File: src/source/ntm_math_pkg.sv
package ntm_math_pkg;

  //////////////////////////////
  // Data words
  //////////////////////////////

  // Width of operands, products and modulus
  localparam int WORD_WIDTH = 32;

  typedef logic [WORD_WIDTH-1:0] word_t;

  //////////////////////////////
  // Stream payloads
  //////////////////////////////

  // One element of A and the matching element of B
  typedef struct packed {
    word_t multiplicand;
    word_t multiplier;
  } operand_t;

  // One element of C with its position flags
  typedef struct packed {
    word_t data;
    logic  last_column;
    logic  last_row;
  } result_t;

  //////////////////////////////
  // FSM states
  //////////////////////////////

  typedef enum logic [1:0] {
    MATRIX_IDLE,
    MATRIX_ROW,
    MATRIX_DRAIN
  } matrix_state_t;

  typedef enum logic [1:0] {
    VECTOR_IDLE,
    VECTOR_FETCH,
    VECTOR_MULTIPLY,
    VECTOR_PUSH
  } vector_state_t;

  typedef enum logic {
    SCALAR_IDLE,
    SCALAR_STEP
  } scalar_state_t;

endpackage
File: src/source/ntm_matrix_multiplication_top.sv
`timescale 1ns/1ps

module ntm_matrix_multiplication_top #(
  parameter int INDEX_WIDTH   = 8,
  parameter int OPERAND_DEPTH = 4,
  parameter int RESULT_DEPTH  = 4
) (
  input  logic                   CLK,
  input  logic                   RST,
  input  logic                   START,
  output logic                   READY,
  input  logic [INDEX_WIDTH-1:0] size_i,
  input  logic [INDEX_WIDTH-1:0] size_j,
  input  ntm_math_pkg::word_t    modulo,
  input  logic                   operand_valid,
  input  ntm_math_pkg::operand_t operand,
  output logic                   operand_credit,
  output logic                   result_valid,
  output ntm_math_pkg::result_t  result,
  input  logic                   result_credit
);

  // Operand path
  ntm_math_pkg::operand_t operand_head;
  logic                   operand_empty;
  logic                   operand_pop;

  // Result path
  ntm_math_pkg::result_t  result_data;
  ntm_math_pkg::result_t  result_head;
  logic                   result_push;
  logic                   result_full;
  logic                   result_empty;
  logic                   result_pop;

  // Source obeys its credits, full never seen
  ntm_credit_fifo #(
    .DEPTH  (OPERAND_DEPTH),
    .entry_t(ntm_math_pkg::operand_t)
  ) operand_fifo (
    .CLK      (CLK),
    .RST      (RST),
    .push     (operand_valid),
    .push_data(operand),
    .full     (),
    .pop      (operand_pop),
    .pop_data (operand_head),
    .empty    (operand_empty),
    .credit   (operand_credit)
  );

  // Sink credits tracked in the controller
  ntm_credit_fifo #(
    .DEPTH  (RESULT_DEPTH),
    .entry_t(ntm_math_pkg::result_t)
  ) result_fifo (
    .CLK      (CLK),
    .RST      (RST),
    .push     (result_push),
    .push_data(result_data),
    .full     (result_full),
    .pop      (result_pop),
    .pop_data (result_head),
    .empty    (result_empty),
    .credit   ()
  );

  ntm_matrix_multiplication #(
    .INDEX_WIDTH (INDEX_WIDTH),
    .RESULT_DEPTH(RESULT_DEPTH)
  ) matrix_multiplication_i (
    .CLK          (CLK),
    .RST          (RST),
    .START        (START),
    .READY        (READY),
    .size_i       (size_i),
    .size_j       (size_j),
    .modulo       (modulo),
    .operand_empty(operand_empty),
    .operand_pop  (operand_pop),
    .operand      (operand_head),
    .result_full  (result_full),
    .result_push  (result_push),
    .result_data  (result_data),
    .result_empty (result_empty),
    .result_pop   (result_pop),
    .result_credit(result_credit),
    .result_valid (result_valid)
  );

  // FIFO head registered in step with result_valid
  always_ff @(posedge CLK) begin
    if (result_pop) begin
      result <= result_head;
    end
  end

endmodule

File: src/source/ntm_matrix_multiplication.sv
`timescale 1ns/1ps

module ntm_matrix_multiplication #(
  parameter int INDEX_WIDTH  = 8,
  parameter int RESULT_DEPTH = 4
) (
  input  logic                   CLK,
  input  logic                   RST,
  input  logic                   START,
  output logic                   READY,
  input  logic [INDEX_WIDTH-1:0] size_i,
  input  logic [INDEX_WIDTH-1:0] size_j,
  input  ntm_math_pkg::word_t    modulo,
  input  logic                   operand_empty,
  output logic                   operand_pop,
  input  ntm_math_pkg::operand_t operand,
  input  logic                   result_full,
  output logic                   result_push,
  output ntm_math_pkg::result_t  result_data,
  input  logic                   result_empty,
  output logic                   result_pop,
  input  logic                   result_credit,
  output logic                   result_valid
);

  localparam int CREDIT_WIDTH = $clog2(RESULT_DEPTH + 1);

  ntm_math_pkg::matrix_state_t state;

  // Captured job
  logic [INDEX_WIDTH-1:0] size_i_q;
  logic [INDEX_WIDTH-1:0] size_j_q;
  ntm_math_pkg::word_t    modulo_q;

  logic [INDEX_WIDTH-1:0] row;
  logic                   last_row;
  logic                   row_start;
  logic                   row_done;

  // Free slots on the sink side
  logic [CREDIT_WIDTH-1:0] credits;

  assign last_row   = (row == size_i_q - 1'b1);
  assign result_pop = !result_empty && (credits != '0);

  //////////////////////////////
  // Row loop
  //////////////////////////////

  always_ff @(posedge CLK or posedge RST) begin
    if (RST) begin
      state     <= ntm_math_pkg::MATRIX_IDLE;
      row       <= '0;
      size_i_q  <= '0;
      size_j_q  <= '0;
      row_start <= 1'b0;
      READY     <= 1'b0;
    end else begin
      row_start <= 1'b0;
      READY     <= 1'b0;
      case (state)
        ntm_math_pkg::MATRIX_IDLE: begin
          if (START) begin
            size_i_q  <= size_i;
            size_j_q  <= size_j;
            row       <= '0;
            row_start <= 1'b1;
            state     <= ntm_math_pkg::MATRIX_ROW;
          end
        end
        ntm_math_pkg::MATRIX_ROW: begin
          // Rows never overlap, next one waits for row_done
          if (row_done) begin
            if (last_row) begin
              state <= ntm_math_pkg::MATRIX_DRAIN;
            end else begin
              row       <= row + 1'b1;
              row_start <= 1'b1;
            end
          end
        end
        ntm_math_pkg::MATRIX_DRAIN: begin
          // Final result sits in the FIFO
          READY <= 1'b1;
          state <= ntm_math_pkg::MATRIX_IDLE;
        end
        default: state <= ntm_math_pkg::MATRIX_IDLE;
      endcase
    end
  end

  always_ff @(posedge CLK) begin
    if (state == ntm_math_pkg::MATRIX_IDLE && START) begin
      modulo_q <= modulo;
    end
  end

  //////////////////////////////
  // Result credits
  //////////////////////////////

  // Spent at the pop so a valid in flight is already counted
  always_ff @(posedge CLK or posedge RST) begin
    if (RST) begin
      credits      <= CREDIT_WIDTH'(RESULT_DEPTH);
      result_valid <= 1'b0;
    end else begin
      credits      <= credits + CREDIT_WIDTH'(result_credit) - CREDIT_WIDTH'(result_pop);
      result_valid <= result_pop;
    end
  end

  ntm_vector_multiplication #(
    .INDEX_WIDTH(INDEX_WIDTH)
  ) vector_multiplication_i (
    .CLK          (CLK),
    .RST          (RST),
    .row_start    (row_start),
    .last_row     (last_row),
    .size_j       (size_j_q),
    .modulo       (modulo_q),
    .row_done     (row_done),
    .operand_empty(operand_empty),
    .operand_pop  (operand_pop),
    .operand      (operand),
    .result_full  (result_full),
    .result_push  (result_push),
    .result       (result_data)
  );

endmodule

File: src/source/ntm_vector_multiplication.sv
`timescale 1ns/1ps

module ntm_vector_multiplication #(
  parameter int INDEX_WIDTH = 8
) (
  input  logic                   CLK,
  input  logic                   RST,
  input  logic                   row_start,
  input  logic                   last_row,
  input  logic [INDEX_WIDTH-1:0] size_j,
  input  ntm_math_pkg::word_t    modulo,
  output logic                   row_done,
  input  logic                   operand_empty,
  output logic                   operand_pop,
  input  ntm_math_pkg::operand_t operand,
  input  logic                   result_full,
  output logic                   result_push,
  output ntm_math_pkg::result_t  result
);

  ntm_math_pkg::vector_state_t state;

  logic [INDEX_WIDTH-1:0] col;
  logic                   last_row_q;
  logic                   last_column;

  // Multiplier handshake
  logic                   mult_start;
  logic                   mult_done;
  ntm_math_pkg::word_t    mult_product;

  assign last_column = (col == size_j - 1'b1);

  // Head of operand FIFO goes straight into the multiplier
  assign operand_pop = (state == ntm_math_pkg::VECTOR_FETCH) && !operand_empty;
  assign mult_start  = operand_pop;
  // Push stalls on a full result FIFO
  assign result_push = (state == ntm_math_pkg::VECTOR_PUSH) && !result_full;

  //////////////////////////////
  // Column loop
  //////////////////////////////

  always_ff @(posedge CLK or posedge RST) begin
    if (RST) begin
      state      <= ntm_math_pkg::VECTOR_IDLE;
      col        <= '0;
      last_row_q <= 1'b0;
      row_done   <= 1'b0;
    end else begin
      row_done <= 1'b0;
      case (state)
        ntm_math_pkg::VECTOR_IDLE: begin
          if (row_start) begin
            col        <= '0;
            last_row_q <= last_row;
            state      <= ntm_math_pkg::VECTOR_FETCH;
          end
        end
        ntm_math_pkg::VECTOR_FETCH: begin
          if (!operand_empty) begin
            state <= ntm_math_pkg::VECTOR_MULTIPLY;
          end
        end
        ntm_math_pkg::VECTOR_MULTIPLY: begin
          if (mult_done) begin
            state <= ntm_math_pkg::VECTOR_PUSH;
          end
        end
        ntm_math_pkg::VECTOR_PUSH: begin
          if (!result_full) begin
            if (last_column) begin
              row_done <= 1'b1;
              state    <= ntm_math_pkg::VECTOR_IDLE;
            end else begin
              col   <= col + 1'b1;
              state <= ntm_math_pkg::VECTOR_FETCH;
            end
          end
        end
        default: state <= ntm_math_pkg::VECTOR_IDLE;
      endcase
    end
  end

  // Tag the product as it lands
  always_ff @(posedge CLK) begin
    if (state == ntm_math_pkg::VECTOR_MULTIPLY && mult_done) begin
      result.data        <= mult_product;
      result.last_column <= last_column;
      result.last_row    <= last_row_q;
    end
  end

  ntm_scalar_multiplier scalar_multiplier_i (
    .CLK     (CLK),
    .RST     (RST),
    .start   (mult_start),
    .operands(operand),
    .modulo  (modulo),
    .done    (mult_done),
    .product (mult_product)
  );

endmodule

File: src/source/ntm_scalar_multiplier.sv
`timescale 1ns/1ps

module ntm_scalar_multiplier (
  input  logic                     CLK,
  input  logic                     RST,
  input  logic                     start,
  input  ntm_math_pkg::operand_t   operands,
  input  ntm_math_pkg::word_t      modulo,
  output logic                     done,
  output ntm_math_pkg::word_t      product
);

  localparam int WIDTH      = ntm_math_pkg::WORD_WIDTH;
  localparam int STEP_WIDTH = $clog2(WIDTH);

  ntm_math_pkg::scalar_state_t state;

  // Working registers
  ntm_math_pkg::word_t   acc;
  ntm_math_pkg::word_t   multiplicand_q;
  ntm_math_pkg::word_t   multiplier_q;
  logic [STEP_WIDTH-1:0] step;

  // One extra bit so doubling and adding never overflow
  logic [WIDTH:0] wide_modulo;
  logic [WIDTH:0] doubled;
  logic [WIDTH:0] doubled_red;
  logic [WIDTH:0] summed;
  logic [WIDTH:0] summed_red;

  //////////////////////////////
  // One shift-add step
  //////////////////////////////

  assign wide_modulo = {1'b0, modulo};
  assign doubled     = {acc, 1'b0};
  // Accumulator below modulus, so one subtraction is enough
  assign doubled_red = (doubled >= wide_modulo) ? doubled - wide_modulo : doubled;
  // Add multiplicand for a set multiplier bit, MSB first
  assign summed      = multiplier_q[WIDTH-1] ? doubled_red + {1'b0, multiplicand_q}
                                             : doubled_red;
  assign summed_red  = (summed >= wide_modulo) ? summed - wide_modulo : summed;

  //////////////////////////////
  // Control
  //////////////////////////////

  always_ff @(posedge CLK or posedge RST) begin
    if (RST) begin
      state <= ntm_math_pkg::SCALAR_IDLE;
      step  <= '0;
      done  <= 1'b0;
    end else begin
      done <= 1'b0;
      case (state)
        ntm_math_pkg::SCALAR_IDLE: begin
          if (start) begin
            step  <= '0;
            state <= ntm_math_pkg::SCALAR_STEP;
          end
        end
        ntm_math_pkg::SCALAR_STEP: begin
          step <= step + 1'b1;
          // Last bit scanned, product valid next cycle
          if (step == STEP_WIDTH'(WIDTH - 1)) begin
            done  <= 1'b1;
            state <= ntm_math_pkg::SCALAR_IDLE;
          end
        end
        default: state <= ntm_math_pkg::SCALAR_IDLE;
      endcase
    end
  end

  // Datapath
  always_ff @(posedge CLK) begin
    if (state == ntm_math_pkg::SCALAR_IDLE && start) begin
      acc            <= '0;
      multiplicand_q <= operands.multiplicand;
      multiplier_q   <= operands.multiplier;
    end else if (state == ntm_math_pkg::SCALAR_STEP) begin
      acc          <= summed_red[WIDTH-1:0];
      multiplier_q <= {multiplier_q[WIDTH-2:0], 1'b0};
      if (step == STEP_WIDTH'(WIDTH - 1)) begin
        product <= summed_red[WIDTH-1:0];
      end
    end
  end

endmodule

File: src/source/ntm_credit_fifo.sv
`timescale 1ns/1ps

module ntm_credit_fifo #(
  parameter int DEPTH = 4,
  parameter type entry_t = logic
) (
  input  logic   CLK,
  input  logic   RST,
  input  logic   push,
  input  entry_t push_data,
  output logic   full,
  input  logic   pop,
  output entry_t pop_data,
  output logic   empty,
  output logic   credit
);

  localparam int PTR_WIDTH   = (DEPTH > 1) ? $clog2(DEPTH) : 1;
  localparam int COUNT_WIDTH = $clog2(DEPTH + 1);

  // Storage
  entry_t mem [DEPTH];

  logic [PTR_WIDTH-1:0]   wr_ptr;
  logic [PTR_WIDTH-1:0]   rd_ptr;
  logic [COUNT_WIDTH-1:0] count;

  // Requests that actually take effect
  logic do_push;
  logic do_pop;

  assign full     = (count == COUNT_WIDTH'(DEPTH));
  assign empty    = (count == '0);
  assign do_push  = push && !full;
  assign do_pop   = pop && !empty;
  assign pop_data = mem[rd_ptr];

  // One credit back to the producer per entry freed
  assign credit = do_pop;

  // Write side, no reset on the payload
  always_ff @(posedge CLK) begin
    if (do_push) begin
      mem[wr_ptr] <= push_data;
    end
  end

  //////////////////////////////
  // Pointers and occupancy
  //////////////////////////////

  always_ff @(posedge CLK or posedge RST) begin
    if (RST) begin
      wr_ptr <= '0;
      rd_ptr <= '0;
      count  <= '0;
    end else begin
      // Wrap explicitly, depth need not be a power of two
      if (do_push) begin
        wr_ptr <= (wr_ptr == PTR_WIDTH'(DEPTH - 1)) ? '0 : wr_ptr + 1'b1;
      end
      if (do_pop) begin
        rd_ptr <= (rd_ptr == PTR_WIDTH'(DEPTH - 1)) ? '0 : rd_ptr + 1'b1;
      end
      count <= count + COUNT_WIDTH'(do_push) - COUNT_WIDTH'(do_pop);
    end
  end

endmodule

File: config.mk
export PLATFORM = sky130hd
export DESIGN_NAME = ntm_matrix_multiplication_top
export DESIGN_NICKNAME = d
export VERILOG_FILES = /design/src/source/ntm_math_pkg.sv /design/src/source/ntm_matrix_multiplication_top.sv /design/src/source/ntm_matrix_multiplication.sv /design/src/source/ntm_vector_multiplication.sv /design/src/source/ntm_scalar_multiplier.sv /design/src/source/ntm_credit_fifo.sv
export SDC_FILE = /design/constraint.sdc
export NUM_CORES = 1
export LEC_CHECK = 0
export BUFFER_PORTS_ARGS = -buffer_cell sky130_fd_sc_hd__buf_2
export CAP_MARGIN = 40
export CORE_UTILIZATION = 29
export CTS_CLUSTER_SIZE = 10
export DETAILED_ROUTE_END_ITERATION = 6
export HOLD_SLACK_MARGIN = 0.15
export PLACE_DENSITY = 0.54
export SLEW_MARGIN = 30
export SYNTH_ARGS = -nofsm -noshare
export SYNTH_HDL_FRONTEND = slang
export SYNTH_SLANG_ARGS = --single-unit
File: constraint.sdc
create_clock -name CLK -period 12.5 [get_ports CLK]
set_input_delay 2.5 -clock CLK [delete_from_list [all_inputs] [get_ports CLK]]
set_output_delay 2.5 -clock CLK [all_outputs]
set_load 0.1 [all_outputs]
==> reports/qor.yml <==
synth_area_per_cell_um2: 14.5
slew_violations: 0
final_util_pct: 33.8
synth_area_leaders: "edfxtp_1 (55%), mux4_2 (6.9%), dfrtp_1 (5.0%)"
grt_max_degree: 67
synthTopCellsByCount: "edfxtp_1 (588), nand2_1 (126), ha_1 (122), a21oi_1 (118)"
slowest_delay_ps: 640
skew_ps: 36.0
fmax_ghz: 0.107
drive_gt1_share_pct: 21.8
status: "finished clean"
wl_um: 76900
ys_warn_count: 0
gr-total-overflow: 0
synthArstFlopShare_pct: 9.49
syn_inst: 2196
cts-root-buf: "clkbuf_16"
r2r_cells: 31
post-route-min-period_ps: 9340
htreeDepth: 3
io_pins: 154
hold_viol: 0
synth_top_area_cell: "edfxtp_1"
maxCapViolCount: 0
cp-start-kind: "flop"
fp.dieW_um: 333
cpMaxStageDelayCell: "nor2_2"
routabilityCongestion: 0.865
ant_nets: 0
cts_resized: 0
area_growth_pct: 15.7
worst_skew_pair.late_latency_ps: 660
tns_ps: 0
clockBufferDepth: 3
setup_viol: 0
grt_first_pass_wirelength_um: 117000
path_class: "flop to flop"
syn_area_um2: 31800
grt_setup_unrepaired: "no"
syn_nets: 2441
end_kind: "flop"
cts_setup_buffers: 0
holdPathStages: 0
vias_per_cell: 4.91
avgRoutedWirePerCell_um: 20.0
initial_core_util_pct: 29.2
grt.total_usage_pct: 13.8
grt_pass1_vias: 19200
path_buf_inv: 5
cp_num_cells: 31
path_delay_family: "compound AO/OA/AOI/OAI gates"
yosys.cell_types.count: 88
dr.pass1.iters: 7
core_um2: 109000
yosysMostFrequentCell: "edfxtp_1"
dpl.cell_count: 3710
antenna_found_initial: 22
worstPathRequired_ps: 12900
clkSinkCount: 685
cts_buffers: 82
cp_max_fo: 25
drc_errors: 0
clk_pin_slew_ps: 60
synth_edf_count: 588
vias: 18900
ys_ff_latch: 685
die_height_um: 333
cts_tree: "yes"
ys_seq_area_share_pct: 62.6
first_iter_violations: 1313
tightest_slew_ps: 848
hp-class: "flop to flop"
final_nets: 2627
min_period_over_period_pct: 74.7
synth_top_area_share_pct: 55.5
slew_headroom_pct: 42.0
fin_hold_ws_ps: 410
cp.arrival_ps: 9740
port_buffers: 153
synthFlopType: "edfxtp_1"
num_rows: 121
holdBufCountCts: 0
hpwl_um: 53800
reg2reg_setup_slack_ps: 3160
die_area_um2: 111000
layout.cells.non_filler: 3849
[stage by stage]
stage,worst slack (ps),area (um^2)
2_1_floorplan,5430,31800
3_3_place_gp,3170,34200
3_5_place_dp,3330,34300
4_1_cts,3270,36800
5_1_grt,2650,36800
6_report,3160,36800
[placed cells by master, fill, tap and decap left out, types with 13 or more instances in the layout]
cell type and n:
clkbuf_16 82, o21ai_0 87, nand2b_1 19, ha_1 122
xor2_1 34, mux2_2 79, mux4_2 98, dfrtp_1 60
and2_1 16, a21o_1 37, nor2_1 95, a21oi_1 118
buf_4 19, edfxtp_1 588, clkbuf_1 34, nand4_1 26
o21bai_1 13, nor3_1 25, a31oi_1 15, dfxtp_1 32
a211oi_1 13, o31ai_1 13, and3_1 20, buf_2 155
o211ai_1 22, inv_1 97, xnor2_1 82, nor2b_1 13
nand2_1 126, nor3_2 17, nand3_1 55
[area by class of cell]
cell class	count	area, um^2
Timing Repair Buffer	185	1100
Fill cell	10500	72000
Antenna cell	2	5.00
Clock buffer	117	2190
Inverter	100	377
Tap cell	1414	1770
Sequential cell	685	19900
Multi-Input combinational cell	1328	11200
Clock inverter	18	248
[cells by family after synthesis]
group | share of synthesized area, %
flip-flops | 62.6
adder cells (fa/ha/maj) | 5.17
AND/OR/NAND/NOR | 7.38
AO/OA/AOI/OAI | 8.81
XOR/XNOR | 3.19
multiplexers | 10.5
buffers and inverters | 2.37
[per-layer routing]
layer	track usage, %	wire length, um	vias up
met1	18.2	34100	9313
met3	3.05	4370	153
met5	0	169	-
li1	-	-	8868
met2	22.4	36200	543
met4	4.43	2070	28
[path summary, 6_finish.rpt]
check	from	endpoint
worst max register to register	matrix_multiplication_i.modulo_q[27]$_DFFE_PP_	flop
min in group asynchronous	RST	matrix_multiplication_i.size_j_q[4]$_DFFE_PP0P_
worst min register to register	flop	flop
worst min-delay path	flop	flop
worst max-delay path	matrix_multiplication_i.modulo_q[27]$_DFFE_PP_	flop
max in group asynchronous	RST	matrix_multiplication_i.credits[2]$_DFF_PP1_
Power is not shown: default switching activity piles up to over one toggle a cycle in this logic, so the estimate is an artifact.
